[src/rtl/qdsp_pkg.sv]
package qdsp_pkg;

    localparam int NPROC      = 2;
    localparam int CMD_DEPTH  = 16;
    localparam int ENV_DEPTH  = 256;
    localparam int FREQ_DEPTH = 16;
    localparam int ACQ_DEPTH  = 1024;

    localparam int SAMPLE_W = 16;
    localparam int TIME_W   = 16;

    localparam int CMD_ADDR_W  = $clog2(CMD_DEPTH);
    localparam int ENV_ADDR_W  = $clog2(ENV_DEPTH);
    localparam int FREQ_ADDR_W = $clog2(FREQ_DEPTH);
    localparam int ACQ_ADDR_W  = $clog2(ACQ_DEPTH);

    localparam int CMD_WORDS  = 2;    // 32-bit words per command.
    localparam int MEM_RD_LAT = 2;    // program memory read latency.

    localparam logic [1:0] MEM_CMD  = 2'd0;
    localparam logic [1:0] MEM_ENV  = 2'd1;
    localparam logic [1:0] MEM_FREQ = 2'd2;

    // one period of cosine in Q1.15
    localparam logic signed [15:0] COS_TABLE [16] = '{
        16'sd32767,  16'sd30273,  16'sd23170,  16'sd12539,
        16'sd0,     -16'sd12539, -16'sd23170, -16'sd30273,
        -16'sd32767, -16'sd30273, -16'sd23170, -16'sd12539,
        16'sd0,      16'sd12539,  16'sd23170,  16'sd30273
    };

    typedef struct packed {
        logic        en;
        logic        proc_sel;
        logic [1:0]  mem_sel;
        logic [15:0] addr;
        logic [31:0] data;
    } mem_write_t;

    typedef enum logic [1:0] {
        OP_PULSE = 2'd0,
        OP_END   = 2'd1
    } cmd_op_e;

    typedef struct packed {
        logic [25:0]            pad;
        logic [FREQ_ADDR_W-1:0] freq_addr;
        logic [7:0]             env_len;
        logic [ENV_ADDR_W-1:0]  env_addr;
        logic [TIME_W-1:0]      start_time;
        cmd_op_e                op;    // lowest bits of word 0.
    } cmd_pulse_t;

    typedef struct packed {
        logic [45:0]       pad;
        logic [TIME_W-1:0] stop_time;
        cmd_op_e           op;
    } cmd_stop_t;

    typedef union packed {
        cmd_pulse_t pulse;
        cmd_stop_t  stop;
    } cmd_word_u;

    typedef struct packed {
        logic                  valid;
        logic [ENV_ADDR_W-1:0] env_addr;
        logic [7:0]            env_len;
        logic [31:0]           phase_step;
    } pulse_req_t;

endpackage

[src/rtl/pulse_synth.sv]
`timescale 1ns/1ps

module pulse_synth (
    input  logic                                clk,
    input  logic                                arst_n,
    input  qdsp_pkg::pulse_req_t                pulse_req,
    output logic [qdsp_pkg::ENV_ADDR_W-1:0]     env_addr,
    input  logic signed [qdsp_pkg::SAMPLE_W-1:0] env_data,
    output logic signed [qdsp_pkg::SAMPLE_W-1:0] sample,
    output logic                                busy
);

    logic [7:0]                          remaining;
    logic                                rd_active;
    logic                                act_d1;
    logic                                act_d2;
    logic                                act_mul;
    logic [qdsp_pkg::ENV_ADDR_W-1:0]     addr_reg;
    logic [31:0]                         phase_reg;
    logic [31:0]                         phase_cur;
    logic [31:0]                         step_reg;
    logic [31:0]                         step_cur;
    logic [3:0]                          cos_idx_d1;
    logic [3:0]                          cos_idx_d2;
    logic signed [2*qdsp_pkg::SAMPLE_W-1:0] product;

    // the request cycle reads sample 0 directly.
    assign rd_active = pulse_req.valid ? (pulse_req.env_len != '0) : (remaining != '0);
    assign env_addr  = pulse_req.valid ? pulse_req.env_addr : addr_reg;
    assign phase_cur = pulse_req.valid ? '0 : phase_reg;
    assign step_cur  = pulse_req.valid ? pulse_req.phase_step : step_reg;
    assign product   = env_data * qdsp_pkg::COS_TABLE[cos_idx_d2];
    assign busy      = (remaining != '0) | act_d1 | act_d2 | act_mul;

    always_ff @(posedge clk or negedge arst_n) begin
        if (!arst_n) begin
            remaining <= '0;
            act_d1    <= 1'b0;
            act_d2    <= 1'b0;
            act_mul   <= 1'b0;
            sample    <= '0;
        end else begin
            act_d1  <= rd_active;    // tracks the envelope read latency.
            act_d2  <= act_d1;
            act_mul <= act_d2;
            sample  <= act_d2 ? product[30:15] : '0;
            if (pulse_req.valid) begin
                remaining <= (pulse_req.env_len != '0) ? pulse_req.env_len - 1'b1 : '0;
            end else if (remaining != '0) begin
                remaining <= remaining - 1'b1;
            end
        end
    end

    always_ff @(posedge clk) begin
        addr_reg   <= env_addr + 1'b1;
        phase_reg  <= phase_cur + step_cur;
        step_reg   <= step_cur;
        cos_idx_d1 <= phase_cur[31:28];    // top phase bits index the table.
        cos_idx_d2 <= cos_idx_d1;
    end

    a_no_overlap: assert property (@(posedge clk) disable iff (!arst_n)
        pulse_req.valid |-> !busy);

endmodule

[config.mk]
export PLATFORM = sky130hd
export DESIGN_NAME = pulse_synth
export DESIGN_NICKNAME = d
export VERILOG_FILES = /design/src/rtl/qdsp_pkg.sv /design/src/rtl/pulse_synth.sv
export SDC_FILE = /design/constraint.sdc
export NUM_CORES = 1
export LEC_CHECK = 0
export ABC_AREA = 1
export BUFFER_PORTS_ARGS = -buffer_cell sky130_fd_sc_hd__buf_2
export CAP_MARGIN = 20
export CORE_ASPECT_RATIO = 1.25
export CORE_MARGIN = 2
export CORE_UTILIZATION = 64
export DETAILED_ROUTE_END_ITERATION = 16
export HOLD_SLACK_MARGIN = 0.08
export PLACE_DENSITY = 0.89
export SETUP_SLACK_MARGIN = 0.4
export SYNTH_ARGS = -nofsm -noshare
export SYNTH_HDL_FRONTEND = slang
export SYNTH_SLANG_ARGS = --single-unit
[constraint.sdc]
create_clock -name clk -period 8.56 [get_ports clk]
set_input_delay 0.856 -clock clk [delete_from_list [all_inputs] [get_ports clk]]
set_output_delay 0.856 -clock clk [all_outputs]
set_load 0.05 [all_outputs]
==> results.py <==
metrics = {
    "status": {
        "outcome": "complete, no violations",
    },
    "die": {
        "die_area_um2": 24900,
        "die_y_um": 176,
        "initial_utilization_pct": 64.6,
        "core_area_um2": 23500,
        "die_w_um": 142,
        "io_pins": 92,
        "rows": 63,
    },
    "routing": {
        "post_drt_wl_per_cell_um": 17.4,
        "drc": 0,
        "vias": 12800,
        "dr.pass1.iters": 5,
        "drt-total-wl_mm": 40.4,
        "ant_nets": 0,
        "first_iter_violations": 814,
        "routed_via_density": 5.53,
    },
    "yosys": {
        "synth_top_cells_by_area": "fa_1 (34%), inv_1 (12%), dfxtp_1 (11%)",
        "synth_top_area_share_pct": 33.5,
        "yosysTopAreaCell": "fa_1",
        "ys_warn_count": 0,
        "synth_cell_types": 39,
        "ys_seq_area_share_pct": 15.0,
        "postSynthAreaPerCell_um2": 7.78,
        "netlist_area_um2": 15200,
        "async_reset_ff_share_pct": 25.2,
        "synth-edff-count": 0,
        "synth_cells": 1950,
        "synth_most_common_cell": "inv_1",
        "synthesis.nets": 2389,
        "synthFlopType": "dfxtp_1",
        "synth-seq-cells": 107,
        "synthTopCellsByCount": "inv_1 (471), nand2_1 (411), fa_1 (254)",
    },
    "timing": {
        "fmax_mhz": 133,
        "fin_crit_ns": 7.53,
        "setup_viol": 0,
        "final-max-slew-violation-count": 0,
        "setup_tns_ns": 0,
        "rsz0062_at_grt": "no",
        "maxSlewHeadroom_pct": 45.3,
        "fin_crit_sh_pct": 87.9,
        "tightestPinTransition_ns": 0.819,
        "fin_skew_ns": 0.0193,
        "hold_viol": 0,
    },
    "clock_tree": {
        "clk_pin_slew_ns": 0.09,
        "cts_setup_buffers": 0,
        "cts_buffers": 9,
        "worstSkewPairLatency_ns": 0.37,
        "ctsHoldBuffers": 0,
        "cts-resized-gates": 0,
        "cts_tree": "done",
        "htreeDepth": 3,
        "cts_buffer_depth": 2,
        "cts_root_buf": "clkbuf_16",
        "cts.sinks": 107,
    },
    "placed_design": {
        "placed_cell_area_um2": 15900,
        "dp_hpwl_mm": 34.5,
        "io_buffers": 91,
        "routabilityCongestion": 1.01,
        "dp.cells": 2304,
    },
    "grt": {
        "antenna_found_initial": 0,
        "grt_pass1_wl_mm": 64.4,
        "track_usage_pct": 33.5,
        "globalRouteOverflowTotal": 0,
        "grt_pass1_vias": 13400,
        "grt_max_degree": 51,
    },
    "worst_setup_path": {
        "cpLargestDelayFamily": "adder cells",
        "worstPathRequired_ns": 8.82,
        "slowest_stage": "fa_1",
        "cp_cell_sequence": "inv_1 -> ha_1 -> inv_1 -> nand2_1 -> nand2_1 -> nor2_2 -> nand2_1 -> fa_1 -> inv_1 -> fa_1 -> fa_1 -> fa_1 -> fa_1 -> inv_1 -> fa_1 -> inv_1 -> ha_1 -> nand2_1 -> nor2_1 -> inv_1 -> nor4_1 -> nand3_1 -> a21oi_1 -> nor2_1",
        "critical_path_arrival_ns": 7.79,
        "critPathKind": "reg2reg",
        "max_stage_delay_ns": 0.88,
        "path_buf_inv": 6,
        "start_kind": "register",
        "crit_path_end_kind": "register",
        "worstPathMaxFanout": 13,
    },
    "finish": {
        "fin_area_um2": 16200,
        "layout-area-overhead-vs-synth_pct": 6.82,
        "num_antenna_cells": 0,
        "layoutNonFillerInstCount": 2320,
        "drive_above_1_share_pct": 6.46,
        "nets": 2462,
    },
    "flow_run": {
        "max_cap_viol_count": 0,
    },
    "worst_hold_path": {
        "min_path_type": "reg2reg",
    },
}
## final timing paths
kind                               startpoint             to  slack (ns)  cells after the start
worst max-delay path            cos_idx_d2[1]     sample[14]        1.03                     24
worst min register to register  cos_idx_d1[3]  cos_idx_d2[3]        0.33                      0
worst min-delay path            cos_idx_d1[3]  cos_idx_d2[3]        0.33                      0
worst max register to register  cos_idx_d2[1]     sample[14]        1.03                     24
min in group asynchronous              arst_n      sample[7]        0.49                      1
max in group asynchronous              arst_n   remaining[5]        7.64                      1
## cell usage in the layout, fill, tap and decap left out, drive strengths merged, types with 19 or more instances in the layout
cell type	instances
a21oi	83
dfrtp	27
xnor2	19
nand2	415
inv	480
dfxtp	80
nor2	213
xor2	36
fa	254
buf	96
ha	118
o21ai	60
nand3	49
## final cells by class
cell class / count / area (um2)
Sequential cell: 107 / 2280
Clock inverter: 7 / 93.8
Timing Repair Buffer: 96 / 493
Multi-Input combinational cell: 1333 / 11000
Inverter: 476 / 1790
Fill cell: 1860 / 7290
Tap cell: 292 / 365
Clock buffer: 9 / 225
## cell families after synthesis
group	after synthesis	synth area share, %
AOI/OAI and AO/OA	184	6.77
xor gates and xnor gates	55	3.18
adders and majority gates	372	43.3
buffers and inverters	510	12.7
DFF	107	15.0
and+or+nand+nor	722	19.0
## metrics by stage
step / worst slack (ns) / utilization [%] / hold WS (ns)
finish: 1.03 / 69.0 / 0.329
global route: 0.593 / 69.0 / 0.335
CTS: 1.14 / 69.0 / 0.329
detailed placement: 1.16 / 67.6 / 0.313
global placement: 1.25 / 67.6 / 0.311
floorplan: 2.25 / - / 0.310
## metal layers
metal / GRT usage [%] / part of all wire (%) / vias up
met5: 0 / 0 / -
met2: 62.0 / 53 / 529
li1: - / - / 5964
met1: 35.8 / 34 / 6151
met4: 21.7 / 8.2 / 0
met3: 3.85 / 5.0 / 187
Power is left out: the tool's default activity adds up to more than one toggle a clock period on the data nets, which glitch-free logic cannot reach.
