==> src/rtl/qdsp_pkg.sv <==
package qdsp_pkg;

    localparam int NPROC      = 2;
    localparam int CMD_DEPTH  = 16;
    localparam int ENV_DEPTH  = 256;
    localparam int FREQ_DEPTH = 16;
    localparam int ACQ_DEPTH  = 1024;

    localparam int SAMPLE_W = 16;
    localparam int TIME_W   = 16;

    localparam int CMD_ADDR_W  = $clog2(CMD_DEPTH);
    localparam int ENV_ADDR_W  = $clog2(ENV_DEPTH);
    localparam int FREQ_ADDR_W = $clog2(FREQ_DEPTH);
    localparam int ACQ_ADDR_W  = $clog2(ACQ_DEPTH);

    localparam int CMD_WORDS  = 2;    // 32-bit words per command.
    localparam int MEM_RD_LAT = 2;    // program memory read latency.

    localparam logic [1:0] MEM_CMD  = 2'd0;
    localparam logic [1:0] MEM_ENV  = 2'd1;
    localparam logic [1:0] MEM_FREQ = 2'd2;

    // one period of cosine in Q1.15
    localparam logic signed [15:0] COS_TABLE [16] = '{
        16'sd32767,  16'sd30273,  16'sd23170,  16'sd12539,
        16'sd0,     -16'sd12539, -16'sd23170, -16'sd30273,
        -16'sd32767, -16'sd30273, -16'sd23170, -16'sd12539,
        16'sd0,      16'sd12539,  16'sd23170,  16'sd30273
    };

    typedef struct packed {
        logic        en;
        logic        proc_sel;
        logic [1:0]  mem_sel;
        logic [15:0] addr;
        logic [31:0] data;
    } mem_write_t;

    typedef enum logic [1:0] {
        OP_PULSE = 2'd0,
        OP_END   = 2'd1
    } cmd_op_e;

    typedef struct packed {
        logic [25:0]            pad;
        logic [FREQ_ADDR_W-1:0] freq_addr;
        logic [7:0]             env_len;
        logic [ENV_ADDR_W-1:0]  env_addr;
        logic [TIME_W-1:0]      start_time;
        cmd_op_e                op;    // lowest bits of word 0.
    } cmd_pulse_t;

    typedef struct packed {
        logic [45:0]       pad;
        logic [TIME_W-1:0] stop_time;
        cmd_op_e           op;
    } cmd_stop_t;

    typedef union packed {
        cmd_pulse_t pulse;
        cmd_stop_t  stop;
    } cmd_word_u;

    typedef struct packed {
        logic                  valid;
        logic [ENV_ADDR_W-1:0] env_addr;
        logic [7:0]            env_len;
        logic [31:0]           phase_step;
    } pulse_req_t;

endpackage

==> src/rtl/dac_combiner.sv <==
`timescale 1ns/1ps

module dac_combiner (
    input  logic                                clk,
    input  logic                                arst_n,
    input  logic signed [qdsp_pkg::SAMPLE_W-1:0] core_samples [qdsp_pkg::NPROC],
    output logic signed [qdsp_pkg::SAMPLE_W-1:0] dac
);

    localparam int SUM_W = qdsp_pkg::SAMPLE_W + $clog2(qdsp_pkg::NPROC);
    localparam logic signed [SUM_W-1:0] SAT_MAX = (2 ** (qdsp_pkg::SAMPLE_W - 1)) - 1;
    localparam logic signed [SUM_W-1:0] SAT_MIN = -(2 ** (qdsp_pkg::SAMPLE_W - 1));

    logic signed [SUM_W-1:0] sum;

    always_comb begin
        sum = '0;
        for (int i = 0; i < qdsp_pkg::NPROC; i++) begin
            sum = sum + core_samples[i];    // sign extends to the wide sum.
        end
    end

    always_ff @(posedge clk or negedge arst_n) begin
        if (!arst_n) begin
            dac <= '0;
        end else if (sum > SAT_MAX) begin
            dac <= SAT_MAX[qdsp_pkg::SAMPLE_W-1:0];
        end else if (sum < SAT_MIN) begin
            dac <= SAT_MIN[qdsp_pkg::SAMPLE_W-1:0];
        end else begin
            dac <= sum[qdsp_pkg::SAMPLE_W-1:0];
        end
    end

endmodule

==> config.mk <==
export PLATFORM = sky130hd
export DESIGN_NAME = dac_combiner
export DESIGN_NICKNAME = d
export VERILOG_FILES = /design/src/rtl/qdsp_pkg.sv /design/src/rtl/dac_combiner.sv
export SDC_FILE = /design/constraint.sdc
export NUM_CORES = 1
export LEC_CHECK = 0
export BUFFER_PORTS_ARGS = -buffer_cell sky130_fd_sc_hd__buf_4
export CORE_ASPECT_RATIO = 1.25
export CORE_MARGIN = 2
export CORE_UTILIZATION = 50
export DETAILED_ROUTE_END_ITERATION = 6
export GPL_TIMING_DRIVEN = 0
export PLACE_DENSITY = 0.83
export SYNTH_ARGS = -nofsm -noshare
export SYNTH_HDL_FRONTEND = slang
export SYNTH_SLANG_ARGS = --single-unit
==> constraint.sdc <==
create_clock -name clk -period 0.9 [get_ports clk]
set_clock_uncertainty 0.1 [all_clocks]
set_input_delay 0.09 -clock clk [delete_from_list [all_inputs] [get_ports clk]]
set_output_delay 0.09 -clock clk [all_outputs]
set_load 0.03 [all_outputs]
==> run summary <==
The run gives 32 as the final-report setup violation count. After synthesis, the cell types taking the most area are sky130_fd_sc_hd__dfrtp_1 28%, sky130_fd_sc_hd__ha_1 14%, sky130_fd_sc_hd__o21ai_0 5.2%. The transition at the pin with the smallest max-transition slack was 0.426 ns. The minimum clock period after layout is 2.11 ns. After the last flow step, the layout net total stands at 292.

The critical path goes through buf_6 > ha_4 > a21o_1 > o21bai_4 > a221o_1 > buf_4 > nor3_2 > a22oi_2 > buf_4 > o21ai_1. Kind of critical path: in -> reg. The via density per instance was 6.90. For the routed wire length, the log shows 6540 µm. Setup repair after global routing could not meet its margin everywhere.

Summing all multi-input logic gate instances after layout gives 0.00128 mm². The detailed-route wire length per cell is 24.0 µm. The clock transition at the registers of the reported paths is 0.10 ns, and the flip-flop and latch area is 400 µm². Measured along the x axis, the die boundary spans 52.0 µm. The synthesized net count is 216, and the post-synthesis instance total is 165. Clock tree synthesis inserted a total of 3 buffers.

Entering global routing, the biggest net connects 17 pins. The total power divided by cell area is 1570 mW/mm², and the number of DRC markers after the initial detailed-route iteration is 130. For this design, the sink count on the clock tree is 16.

Data on the critical path is required at its endpoint by 1.02 ns. The run finished, with violations left. The netlist uses 44 different library cells. In this run the core area contains 21 standard-cell rows.

In this run the standard cell core region covers 0.00271 mm². The number of synthesized flops with an enable pin is 0, and the final-layout worst hold slack is 0.0676 ns. IR analysis of the VDD net gives a maximum drop of 1.34 mV. After synthesis, the most frequently instantiated cells are 16 x sky130_fd_sc_hd__dfrtp_1, 16 x sky130_fd_sc_hd__ha_1, 15 x sky130_fd_sc_hd__o21ai_0. The biggest area contributor in the post-synthesis netlist is sky130_fd_sc_hd__dfrtp_1.

The number of antenna violations at the first check in global routing is 0, and the final HPWL from detailed placement is 3020 µm. For this run, the top clock speed supported by timing is 0.474 GHz. The number of pins exceeding their max-slew limit in the final report is 0, and the initial core utilization is 0.533. The maximum level of the CTS H-tree came out at 1.

The flip-flop count of the largest register after layout came out at 16. The checks that failed: negative setup slack. The tools report the count of pins on the block boundary as 50.

The type of the worst min-delay path was in -> reg. The count of input and output buffers is 49. The critical path launch point type was an input pin. The number of antenna diodes is 0. The congestion estimate from routability-driven global placement came to 0.814.

The dominant synthesized flop cell is sky130_fd_sc_hd__dfrtp_1. The number of synthesized register bits works out to 16. The worst-case headroom to the max-slew limit came out at 0.715. The y dimension of the die was 64.1 µm; the highest net fanout along the worst path was 4. TritonCTS built the clock tree. The logs give 0.338 for the global router's overall resource usage and 0 for the remaining antenna violation count. For the number of global-route vias before repair, the log shows 1835. The floorplan step defined a die boundary enclosing 0.00333 mm².

Counting stages on the worst path, the most repeated cell is sky130_fd_sc_hd__buf_4. Share of flip-flops with an asynchronous set or reset after synthesis: 1.00. The logs give 0 for the total global routing overflow and 1.08 nW for the leakage power.

The fraction of layout instances using a drive strength above 1 is 0.556. At the worst endpoint, the arrival time is 2.23 ns. Averaged over all synthesized cells, the footprint is 8.74 µm².

Max-capacitance violation count: 0. After routing the design area is 0.00248 mm². The clock root buffer is sky130_fd_sc_hd__clkbuf_4.

The first global-routing pass estimated 8510 µm of wire. Compared with the post-synthesis result, the final layout area differs by 72.1%. The largest register by flop count is dac. The number of hold violations in the final report came out at 0. The run gives 0.00144 mm² as the area of the mapped netlist. The largest stage delay on the critical path was 0.39 ns. The largest registers in the layout are dac (16).

In this run the cell area measured after placement is 0.00198 mm². Fill cells in the final layout number 103. The fraction of the yosys area taken by sequential cells is 0.278. The Yosys warning count was 0; the share of the clock period used by the worst path after layout was 2.34.

Before antenna repair, the detailed router went through 5 iterations. The final route contains 1885 vias. The final worst slack was -1.21 ns; the worst slack after detailed placement was -1.53 ns. Counting along the longest clock path gives a buffer depth of 2. The top cell type's share of synthesized area was 0.278; the count of unresolved DRC violations after routing was 0. Slowest cell on the critical path: sky130_fd_sc_hd__a221o_1. The tools report the endpoint class of the critical path as a flip-flop.
## what timing repair did
action                     4_1_cts  5_1_grt
hold endpoints to repair        16        0
buffers inserted                13       10
gates resized for setup         54       25
hold buffers                     1        0
setup endpoints to repair       32       32
pin swaps                       13       22
gates cloned                     2        0
## worst max-delay path, delay by kind of cell
family | cells | cell delay, ns
AO/OA/AOI/OAI | 5 | 1.07
AND/OR/NAND/NOR | 1 | 0.37
buffers and inverters | 3 | 0.45
adder cells (fa/ha/maj) | 1 | 0.24
## report_power, final
part	leakage, nW	switching [mW]	internal (mW)	total, mW
combinational	0.885	1.35	1.14	2.50
clock	0.0138	0.250	0.156	0.406
sequential	0.178	0.0919	0.893	0.985
total	1.08	1.70	2.19	3.89
## placed cells by master, fill, tap and decap left out, drive strengths merged, types with 2 or more instances in the layout
cell type,n
a221o,2
o21ai,17
o21bai,2
nor2,7
or2,3
o211ai,6
xor2,4
a21o,4
buf,77
ha,16
xnor2,7
or3,3
nand2,11
clkbuf,3
a21oi,12
inv,7
nand4,5
dfrtp,16
nand2b,5
a22oi,2
o21a,3
nand3,6
a211oi,2
nor3,3
nor2b,2
## final timing paths
| check | startpoint | endpoint | slack, ns | cells past startpoint |
|---|---|---|---|---|
| hold / removal | core_samples[16] | dac[0]$_DFF_PN0_ | 0.07 | 4 |
| max in group asynchronous | arst_n | dac[12]$_DFF_PN0_ | 0.42 | 2 |
| min in group asynchronous | arst_n | dac[2]$_DFF_PN0_ | 0.10 | 2 |
| setup / recovery | core_samples[10] | dac[1]$_DFF_PN0_ | -1.21 | 10 |
## area by class of cell
class                      instances  area share
tap                               34      0.0171
sequential                        16       0.161
buffer                             4      0.0181
multi-input combinational        135       0.515
clock buffer                       3     0.00907
timing repair buffer              74       0.269
inverter                           7      0.0106
## stage by stage
stage	power (mW)	TNS, ns	std cells	util
final	3.89	-19.46	273	0.917
after global routing	4.01	-20.47	273	0.917
after CTS	3.47	-17.09	266	0.868
after detailed placement	2.72	-23.29	248	0.733
after global placement	2.68	-22.45	248	0.733
after floorplan	2.12	-17.21	165	-
## kinds of logic (layout without fill, tap and decap cells)
family                     Yosys count  count (layout)  share of synthesized area
adders and majority gates           17              17                      0.153
xor gates and xnor gates            11              11                     0.0668
and+or+nand+nor                     49              49                      0.176
muxes                                1               1                    0.00954
AOI/OAI and AO/OA                   57              57                      0.259
DFF                                 16              16                      0.278
buffers and inverters               14              88                     0.0581
## routing by layer
layer | routed length [µm] | global-route usage
met5 | 0 | 0
met4 | 551 | 0.217
met3 | 598 | 0.0537
met2 | 3240 | 0.600
met1 | 2150 | 0.354
Power figures use the tool's default switching activity.
