`config.mk`:
```
export PLATFORM = sky130hd
export DESIGN_NAME = pulse_sequencer
export DESIGN_NICKNAME = d
export VERILOG_FILES = /design/src/rtl/qdsp_pkg.sv /design/src/rtl/pulse_sequencer.sv
export SDC_FILE = /design/constraint.sdc
export NUM_CORES = 1
export LEC_CHECK = 0
export ABC_CLOCK_PERIOD_IN_PS = 5700
export BUFFER_PORTS_ARGS = -buffer_cell sky130_fd_sc_hd__buf_4
export CAP_MARGIN = 20
export CORE_ASPECT_RATIO = 1.5
export CORE_UTILIZATION = 23
export DETAILED_ROUTE_END_ITERATION = 6
export MAX_ROUTING_LAYER = met4
export PLACE_DENSITY_LB_ADDON = 0.05
export SKIP_LAST_GASP = 1
export SLEW_MARGIN = 30
export SYNTH_ARGS = -nofsm -noshare
export SYNTH_HDL_FRONTEND = slang
export SYNTH_SLANG_ARGS = --single-unit
```
`constraint.sdc`:
```
create_clock -name clk -period 5.7 [get_ports clk]
set_clock_uncertainty 0.15 [all_clocks]
set_input_delay 1.14 -clock clk [delete_from_list [all_inputs] [get_ports clk]]
set_output_delay 1.14 -clock clk [all_outputs]
set_load 0.05 [all_outputs]
```
`src/rtl/qdsp_pkg.sv`:
```
package qdsp_pkg;

    localparam int NPROC      = 2;
    localparam int CMD_DEPTH  = 16;
    localparam int ENV_DEPTH  = 256;
    localparam int FREQ_DEPTH = 16;
    localparam int ACQ_DEPTH  = 1024;

    localparam int SAMPLE_W = 16;
    localparam int TIME_W   = 16;

    localparam int CMD_ADDR_W  = $clog2(CMD_DEPTH);
    localparam int ENV_ADDR_W  = $clog2(ENV_DEPTH);
    localparam int FREQ_ADDR_W = $clog2(FREQ_DEPTH);
    localparam int ACQ_ADDR_W  = $clog2(ACQ_DEPTH);

    localparam int CMD_WORDS  = 2;    // 32-bit words per command.
    localparam int MEM_RD_LAT = 2;    // program memory read latency.

    localparam logic [1:0] MEM_CMD  = 2'd0;
    localparam logic [1:0] MEM_ENV  = 2'd1;
    localparam logic [1:0] MEM_FREQ = 2'd2;

    // one period of cosine in Q1.15
    localparam logic signed [15:0] COS_TABLE [16] = '{
        16'sd32767,  16'sd30273,  16'sd23170,  16'sd12539,
        16'sd0,     -16'sd12539, -16'sd23170, -16'sd30273,
        -16'sd32767, -16'sd30273, -16'sd23170, -16'sd12539,
        16'sd0,      16'sd12539,  16'sd23170,  16'sd30273
    };

    typedef struct packed {
        logic        en;
        logic        proc_sel;
        logic [1:0]  mem_sel;
        logic [15:0] addr;
        logic [31:0] data;
    } mem_write_t;

    typedef enum logic [1:0] {
        OP_PULSE = 2'd0,
        OP_END   = 2'd1
    } cmd_op_e;

    typedef struct packed {
        logic [25:0]            pad;
        logic [FREQ_ADDR_W-1:0] freq_addr;
        logic [7:0]             env_len;
        logic [ENV_ADDR_W-1:0]  env_addr;
        logic [TIME_W-1:0]      start_time;
        cmd_op_e                op;    // lowest bits of word 0.
    } cmd_pulse_t;

    typedef struct packed {
        logic [45:0]       pad;
        logic [TIME_W-1:0] stop_time;
        cmd_op_e           op;
    } cmd_stop_t;

    typedef union packed {
        cmd_pulse_t pulse;
        cmd_stop_t  stop;
    } cmd_word_u;

    typedef struct packed {
        logic                  valid;
        logic [ENV_ADDR_W-1:0] env_addr;
        logic [7:0]            env_len;
        logic [31:0]           phase_step;
    } pulse_req_t;

endpackage

```
`src/rtl/pulse_sequencer.sv`:
```
`timescale 1ns/1ps

module pulse_sequencer (
    input  logic                             clk,
    input  logic                             arst_n,
    input  logic                             stb_start,
    output logic [qdsp_pkg::CMD_ADDR_W-1:0]  cmd_addr,
    input  qdsp_pkg::cmd_word_u              cmd_data,
    output logic [qdsp_pkg::FREQ_ADDR_W-1:0] freq_addr,
    input  logic [31:0]                      freq_data,
    output qdsp_pkg::pulse_req_t             pulse_req,
    output logic                             done
);

    typedef enum logic [2:0] {
        S_IDLE,
        S_CMD,
        S_FREQ,
        S_WAIT,
        S_END
    } state_e;

    state_e                          state;
    logic [qdsp_pkg::TIME_W-1:0]     time_cnt;
    logic [qdsp_pkg::CMD_ADDR_W-1:0] cmd_ptr;
    logic [1:0]                      lat_cnt;
    logic                            rd_ready;
    qdsp_pkg::cmd_word_u             cmd_reg;
    logic [31:0]                     step_reg;

    assign rd_ready  = (lat_cnt == 2'(qdsp_pkg::MEM_RD_LAT));
    assign cmd_addr  = cmd_ptr;
    assign freq_addr = cmd_reg.pulse.freq_addr;
    assign done      = (state == S_IDLE);

    always_ff @(posedge clk or negedge arst_n) begin
        if (!arst_n) begin
            state     <= S_IDLE;
            time_cnt  <= '0;
            cmd_ptr   <= '0;
            lat_cnt   <= '0;
            pulse_req <= '0;
        end else begin
            pulse_req.valid <= 1'b0;    // one-cycle strobe.
            if (state != S_IDLE) begin
                time_cnt <= time_cnt + 1'b1;
            end
            if (stb_start) begin    // also restarts a run in progress.
                state    <= S_CMD;
                time_cnt <= '0;
                cmd_ptr  <= '0;
                lat_cnt  <= '0;
            end else begin
                unique case (state)
                    S_CMD: begin
                        lat_cnt <= lat_cnt + 1'b1;
                        if (rd_ready) begin
                            lat_cnt <= '0;
                            state   <= (cmd_data.pulse.op == qdsp_pkg::OP_PULSE) ? S_FREQ : S_END;
                        end
                    end
                    S_FREQ: begin
                        lat_cnt <= lat_cnt + 1'b1;
                        if (rd_ready) begin
                            lat_cnt <= '0;
                            state   <= S_WAIT;
                        end
                    end
                    S_WAIT: begin
                        if (time_cnt == cmd_reg.pulse.start_time) begin
                            pulse_req.valid      <= 1'b1;
                            pulse_req.env_addr   <= cmd_reg.pulse.env_addr;
                            pulse_req.env_len    <= cmd_reg.pulse.env_len;
                            pulse_req.phase_step <= step_reg;
                            cmd_ptr              <= cmd_ptr + 1'b1;
                            state                <= S_CMD;
                        end
                    end
                    S_END: begin
                        // a stop time already passed ends the run at once.
                        if (time_cnt >= cmd_reg.stop.stop_time) begin
                            state <= S_IDLE;
                        end
                    end
                    default: begin
                    end
                endcase
            end
        end
    end

    always_ff @(posedge clk) begin
        if (state == S_CMD && rd_ready) begin
            cmd_reg <= cmd_data;
        end
        if (state == S_FREQ && rd_ready) begin
            step_reg <= freq_data;
        end
    end

    a_req_single: assert property (@(posedge clk) disable iff (!arst_n)
        pulse_req.valid |=> !pulse_req.valid);

endmodule

```
==> impl_metrics.prom <==
# TYPE chip_impl_metric gauge
chip_impl_info{name="outcome",value="complete, no violations"} 1
chip_impl_metric{name="final_cell_area",unit="um2"} 7706
chip_impl_metric{name="clockBufferDepth",unit=""} 2
chip_impl_metric{name="final_nets",unit=""} 624
chip_impl_info{name="worstSetupStartpointType",value="register"} 1
chip_impl_metric{name="detailedPlacementHpwl",unit="mm"} 8.569
chip_impl_metric{name="final-max-slew-violation-count",unit=""} 0
chip_impl_metric{name="cap_violations",unit=""} 0
chip_impl_metric{name="drc",unit=""} 0
chip_impl_metric{name="fp.dieH",unit="um"} 197.5
chip_impl_info{name="crit_path_cell_trace",value="ha_1 > nand4_1 > nor2_1 > and3_1 > nor2b_4 > buf_4 > buf_4 > mux2_4"} 1
chip_impl_metric{name="power.ir.vdd_worst",unit="uV"} 198.5
chip_impl_metric{name="post_route_cells_drive_above_1_share",unit="%"} 42.12
chip_impl_metric{name="vias",unit=""} 3294
chip_impl_info{name="synth_top_area_cell",value="sky130_fd_sc_hd__edfxtp_1"} 1
chip_impl_metric{name="synthCells",unit=""} 370
chip_impl_metric{name="ctsHtreeMaxLevel",unit=""} 4
chip_impl_metric{name="slew_limit_headroom",unit="%"} 49.48
chip_impl_metric{name="yosysWarningCount",unit=""} 0
chip_impl_metric{name="place_worst_setup_slack",unit="ns"} 2.449
chip_impl_metric{name="cpPeakStageDelay",unit="ns"} 0.58
chip_impl_metric{name="maxClockFrequency",unit="GHz"} 0.3177
chip_impl_metric{name="port-buffer-count",unit=""} 130
chip_impl_info{name="yosys-top-cells-count",value="sky130_fd_sc_hd__dfrtp_1, sky130_fd_sc_hd__edfxtp_1, sky130_fd_sc_hd__mux2_4"} 1
chip_impl_metric{name="first_global_vias",unit=""} 3621
chip_impl_metric{name="synthArstFlopShare",unit="%"} 52.11
chip_impl_metric{name="grt_antenna_before_repair",unit=""} 0
chip_impl_metric{name="critical_path_arrival",unit="ns"} 3.29
chip_impl_info{name="crit_path_max_delay_family",value="buffers and inverters"} 1
chip_impl_metric{name="post-route-worst-setup-slack",unit="ns"} 2.553
chip_impl_metric{name="grt_max_degree",unit=""} 75
chip_impl_info{name="synthTopCellsByArea",value="sky130_fd_sc_hd__edfxtp_1, sky130_fd_sc_hd__dfrtp_1, sky130_fd_sc_hd__mux2_4, sky130_fd_sc_hd__ha_1, sky130_fd_sc_hd__buf_12"} 1
chip_impl_metric{name="wire_per_inst",unit="um"} 15.27
chip_impl_info{name="endpoint_kind",value="register"} 1
chip_impl_metric{name="place_inst",unit=""} 816
chip_impl_info{name="critPathSlowestCell",value="sky130_fd_sc_hd__buf_4"} 1
chip_impl_metric{name="n_fill_cell",unit=""} 2556
chip_impl_metric{name="rows",unit=""} 71
chip_impl_metric{name="antenna_cells_inserted",unit=""} 0
chip_impl_info{name="yosysMostFrequentCell",value="sky130_fd_sc_hd__dfrtp_1"} 1
chip_impl_metric{name="worstSkewPairLatency",unit="ns"} 0.42
chip_impl_info{name="worst_hold_path_type",value="reg -> reg"} 1
chip_impl_metric{name="grt_pass1_wl",unit="mm"} 20.70
chip_impl_metric{name="postRouteWirelength",unit="mm"} 12.95
chip_impl_metric{name="grt_overflow",unit=""} 0
chip_impl_metric{name="post_synth_num_cell_types",unit=""} 43
chip_impl_metric{name="first_pass_iters",unit=""} 4
chip_impl_metric{name="ant_nets",unit=""} 0
chip_impl_metric{name="critical_path_buf_inv_count",unit=""} 2
chip_impl_metric{name="final.setup.tns",unit="ns"} 0
chip_impl_metric{name="die_x",unit="um"} 132.4
chip_impl_info{name="rsz_0062_raised_after_global_routing",value="false"} 1
chip_impl_metric{name="layoutNonFillerInstCount",unit=""} 848
chip_impl_metric{name="layout-area-overhead-vs-synth",unit="%"} 31.46
chip_impl_info{name="synth_top_flop_cell",value="sky130_fd_sc_hd__dfrtp_1"} 1
chip_impl_metric{name="syn_avg_cell_area",unit="um2"} 15.84
chip_impl_metric{name="dieArea",unit="um2"} 26140
chip_impl_metric{name="drt_iter0_markers",unit=""} 71
chip_impl_metric{name="dpl-instance-area",unit="um2"} 7127
chip_impl_metric{name="yosysSeqAreaShare",unit="%"} 66.42
chip_impl_metric{name="fin_crit_sh",unit="%"} 55.22
chip_impl_metric{name="synth_enable_flop_cells",unit=""} 68
chip_impl_metric{name="p_leak",unit="nW"} 3.394
chip_impl_metric{name="io-pin-count",unit=""} 157
chip_impl_metric{name="synth_seq_cells",unit=""} 142
chip_impl_info{name="clock_tree.root_cell",value="sky130_fd_sc_hd__clkbuf_16"} 1
chip_impl_metric{name="cts.reportedPaths.clkPinSlew",unit="ns"} 0.06
chip_impl_metric{name="tritoncts.num_buffers",unit=""} 17
chip_impl_metric{name="gp_routability_congestion",unit=""} 0.7087
chip_impl_metric{name="cts.hold.buffers_added",unit=""} 0
chip_impl_metric{name="largest_register_ffs",unit=""} 49
chip_impl_metric{name="cp_max_fo",unit=""} 31
chip_impl_metric{name="report.final.setup_viol",unit=""} 0
chip_impl_metric{name="floorplan.initialDensity",unit="%"} 23.40
chip_impl_metric{name="hold_fails_final_rpt",unit=""} 0
chip_impl_metric{name="p_per_area",unit="nW/um2"} 332.8
chip_impl_metric{name="cts_setup_buffers",unit=""} 0
chip_impl_metric{name="core_area",unit="um2"} 25050
chip_impl_metric{name="post_cts_resized",unit=""} 0
chip_impl_info{name="criticalPathCategory",value="reg -> reg"} 1
chip_impl_metric{name="global_route.usage.total",unit="%"} 11.06
chip_impl_metric{name="syn-num-nets",unit=""} 487
chip_impl_metric{name="final.min_clock_period",unit="ns"} 3.147
chip_impl_metric{name="pin_slew_with_the_least_headroom_to_its_limit",unit="ns"} 0.7578
chip_impl_metric{name="routed_via_density",unit=""} 3.884
chip_impl_info{name="critical_path_s_most_frequent_cell",value="sky130_fd_sc_hd__buf_4"} 1
chip_impl_metric{name="fraction_of_post_synthesis_cell_area_in_the_top_cell_type_by_area",unit="%"} 34.83
chip_impl_metric{name="numClockSinks",unit=""} 142
chip_impl_info{name="cts_tree",value="built"} 1
chip_impl_metric{name="synth_area",unit="um2"} 5862
chip_impl_metric{name="cp.required",unit="ns"} 5.85
[power breakdown]
part / internal (mW) / switching (mW) / total, mW
Clock: 0.697 / 0.425 / 1.12
Sequential: 1.15 / 0.0398 / 1.19
Combinational: 0.0979 / 0.151 / 0.248
[layout by cell type (no fill, tap or decap), types with 2 or more instances in the layout]
| master | Yosys | layout |
|---|---|---|
| sky130_fd_sc_hd__clkbuf_1 | 1 | 6 |
| sky130_fd_sc_hd__mux2_2 | 3 | 3 |
| sky130_fd_sc_hd__inv_1 | 18 | 18 |
| sky130_fd_sc_hd__ha_1 | 18 | 18 |
| sky130_fd_sc_hd__nand4_1 | 8 | 8 |
| sky130_fd_sc_hd__nor3_1 | 6 | 6 |
| sky130_fd_sc_hd__xor2_1 | 10 | 10 |
| sky130_fd_sc_hd__a21oi_1 | 13 | 13 |
| sky130_fd_sc_hd__o21ai_0 | 7 | 7 |
| sky130_fd_sc_hd__nand2_1 | 18 | 18 |
| sky130_fd_sc_hd__nand4_2 | 2 | 2 |
| sky130_fd_sc_hd__nor2_1 | 25 | 23 |
| sky130_fd_sc_hd__a211oi_1 | 2 | 2 |
| sky130_fd_sc_hd__nand2b_1 | 2 | 2 |
| sky130_fd_sc_hd__or3_1 | 4 | 4 |
| sky130_fd_sc_hd__mux2_4 | 47 | 47 |
| sky130_fd_sc_hd__buf_4 | 4 | 132 |
| sky130_fd_sc_hd__a22o_1 | 2 | 2 |
| sky130_fd_sc_hd__bufinv_16 | 0 | 3 |
| sky130_fd_sc_hd__nor2_4 | 1 | 3 |
| sky130_fd_sc_hd__nand3b_1 | 2 | 2 |
| sky130_fd_sc_hd__clkinv_2 | 0 | 4 |
| sky130_fd_sc_hd__xnor2_1 | 4 | 4 |
| sky130_fd_sc_hd__clkbuf_16 | 0 | 17 |
| sky130_fd_sc_hd__dfrtp_1 | 74 | 74 |
| sky130_fd_sc_hd__nand3_1 | 5 | 5 |
| sky130_fd_sc_hd__edfxtp_1 | 68 | 68 |
[logic make-up after synthesis]
kind of cell    after synthesis  synth area share (%)
buf+inv                      34                 4.397
simple gates                 81                 7.343
xor+xnor                     14                 2.092
mux                          51                 12.79
compound gates               30                 3.116
fa+ha+maj                    18                 3.842
flops                       142                 66.42
[routing by layer]
layer  GRT usage, %  vias up  routed length (um)
li1               -     1590                   -
met1          12.08     1612                5346
met2          18.38       78                6815
met3          3.413       14                 576
met4          5.109        0                 207
met5              -        -                   0
[final cells by class]
class | count | area [um2] | area share, %
Inverter | 18 | 67.56 | 0.8768
Sequential cell | 142 | 3894 | 50.53
Multi-Input combinational cell | 194 | 1725 | 22.39
Tap cell | 328 | 410.4 | 5.326
Clock inverter | 8 | 117.6 | 1.526
Timing Repair Buffer | 134 | 1030 | 13.36
Clock buffer | 24 | 461.7 | 5.991
[path summary, 6_finish.rpt]
path                       slack, ns  cells past startpoint             to    startpoint
min                             0.32                      1  pulse_req[16]  step_reg[16]
min reg2reg                     0.32                      1  pulse_req[16]  step_reg[16]
max                             2.55                      8  pulse_req[43]   time_cnt[5]
max reg2reg                     2.55                      8  pulse_req[43]   time_cnt[5]
max in group asynchronous       4.26                      1   time_cnt[12]        arst_n
min in group asynchronous       0.61                      1  pulse_req[25]        arst_n
[through the flow]
stage                     hold WS (ns)  utilization, %  power (mW)
after CTS                       0.3249           30.76       2.622
after global routing            0.3341           30.76       2.700
after floorplan                 0.3038               -       1.367
after global placement          0.3095           28.32       1.468
after detailed placement        0.3152           28.45       1.472
final                           0.3230           30.76       2.565
No activity file was read; power rests on OpenSTA's default activity.
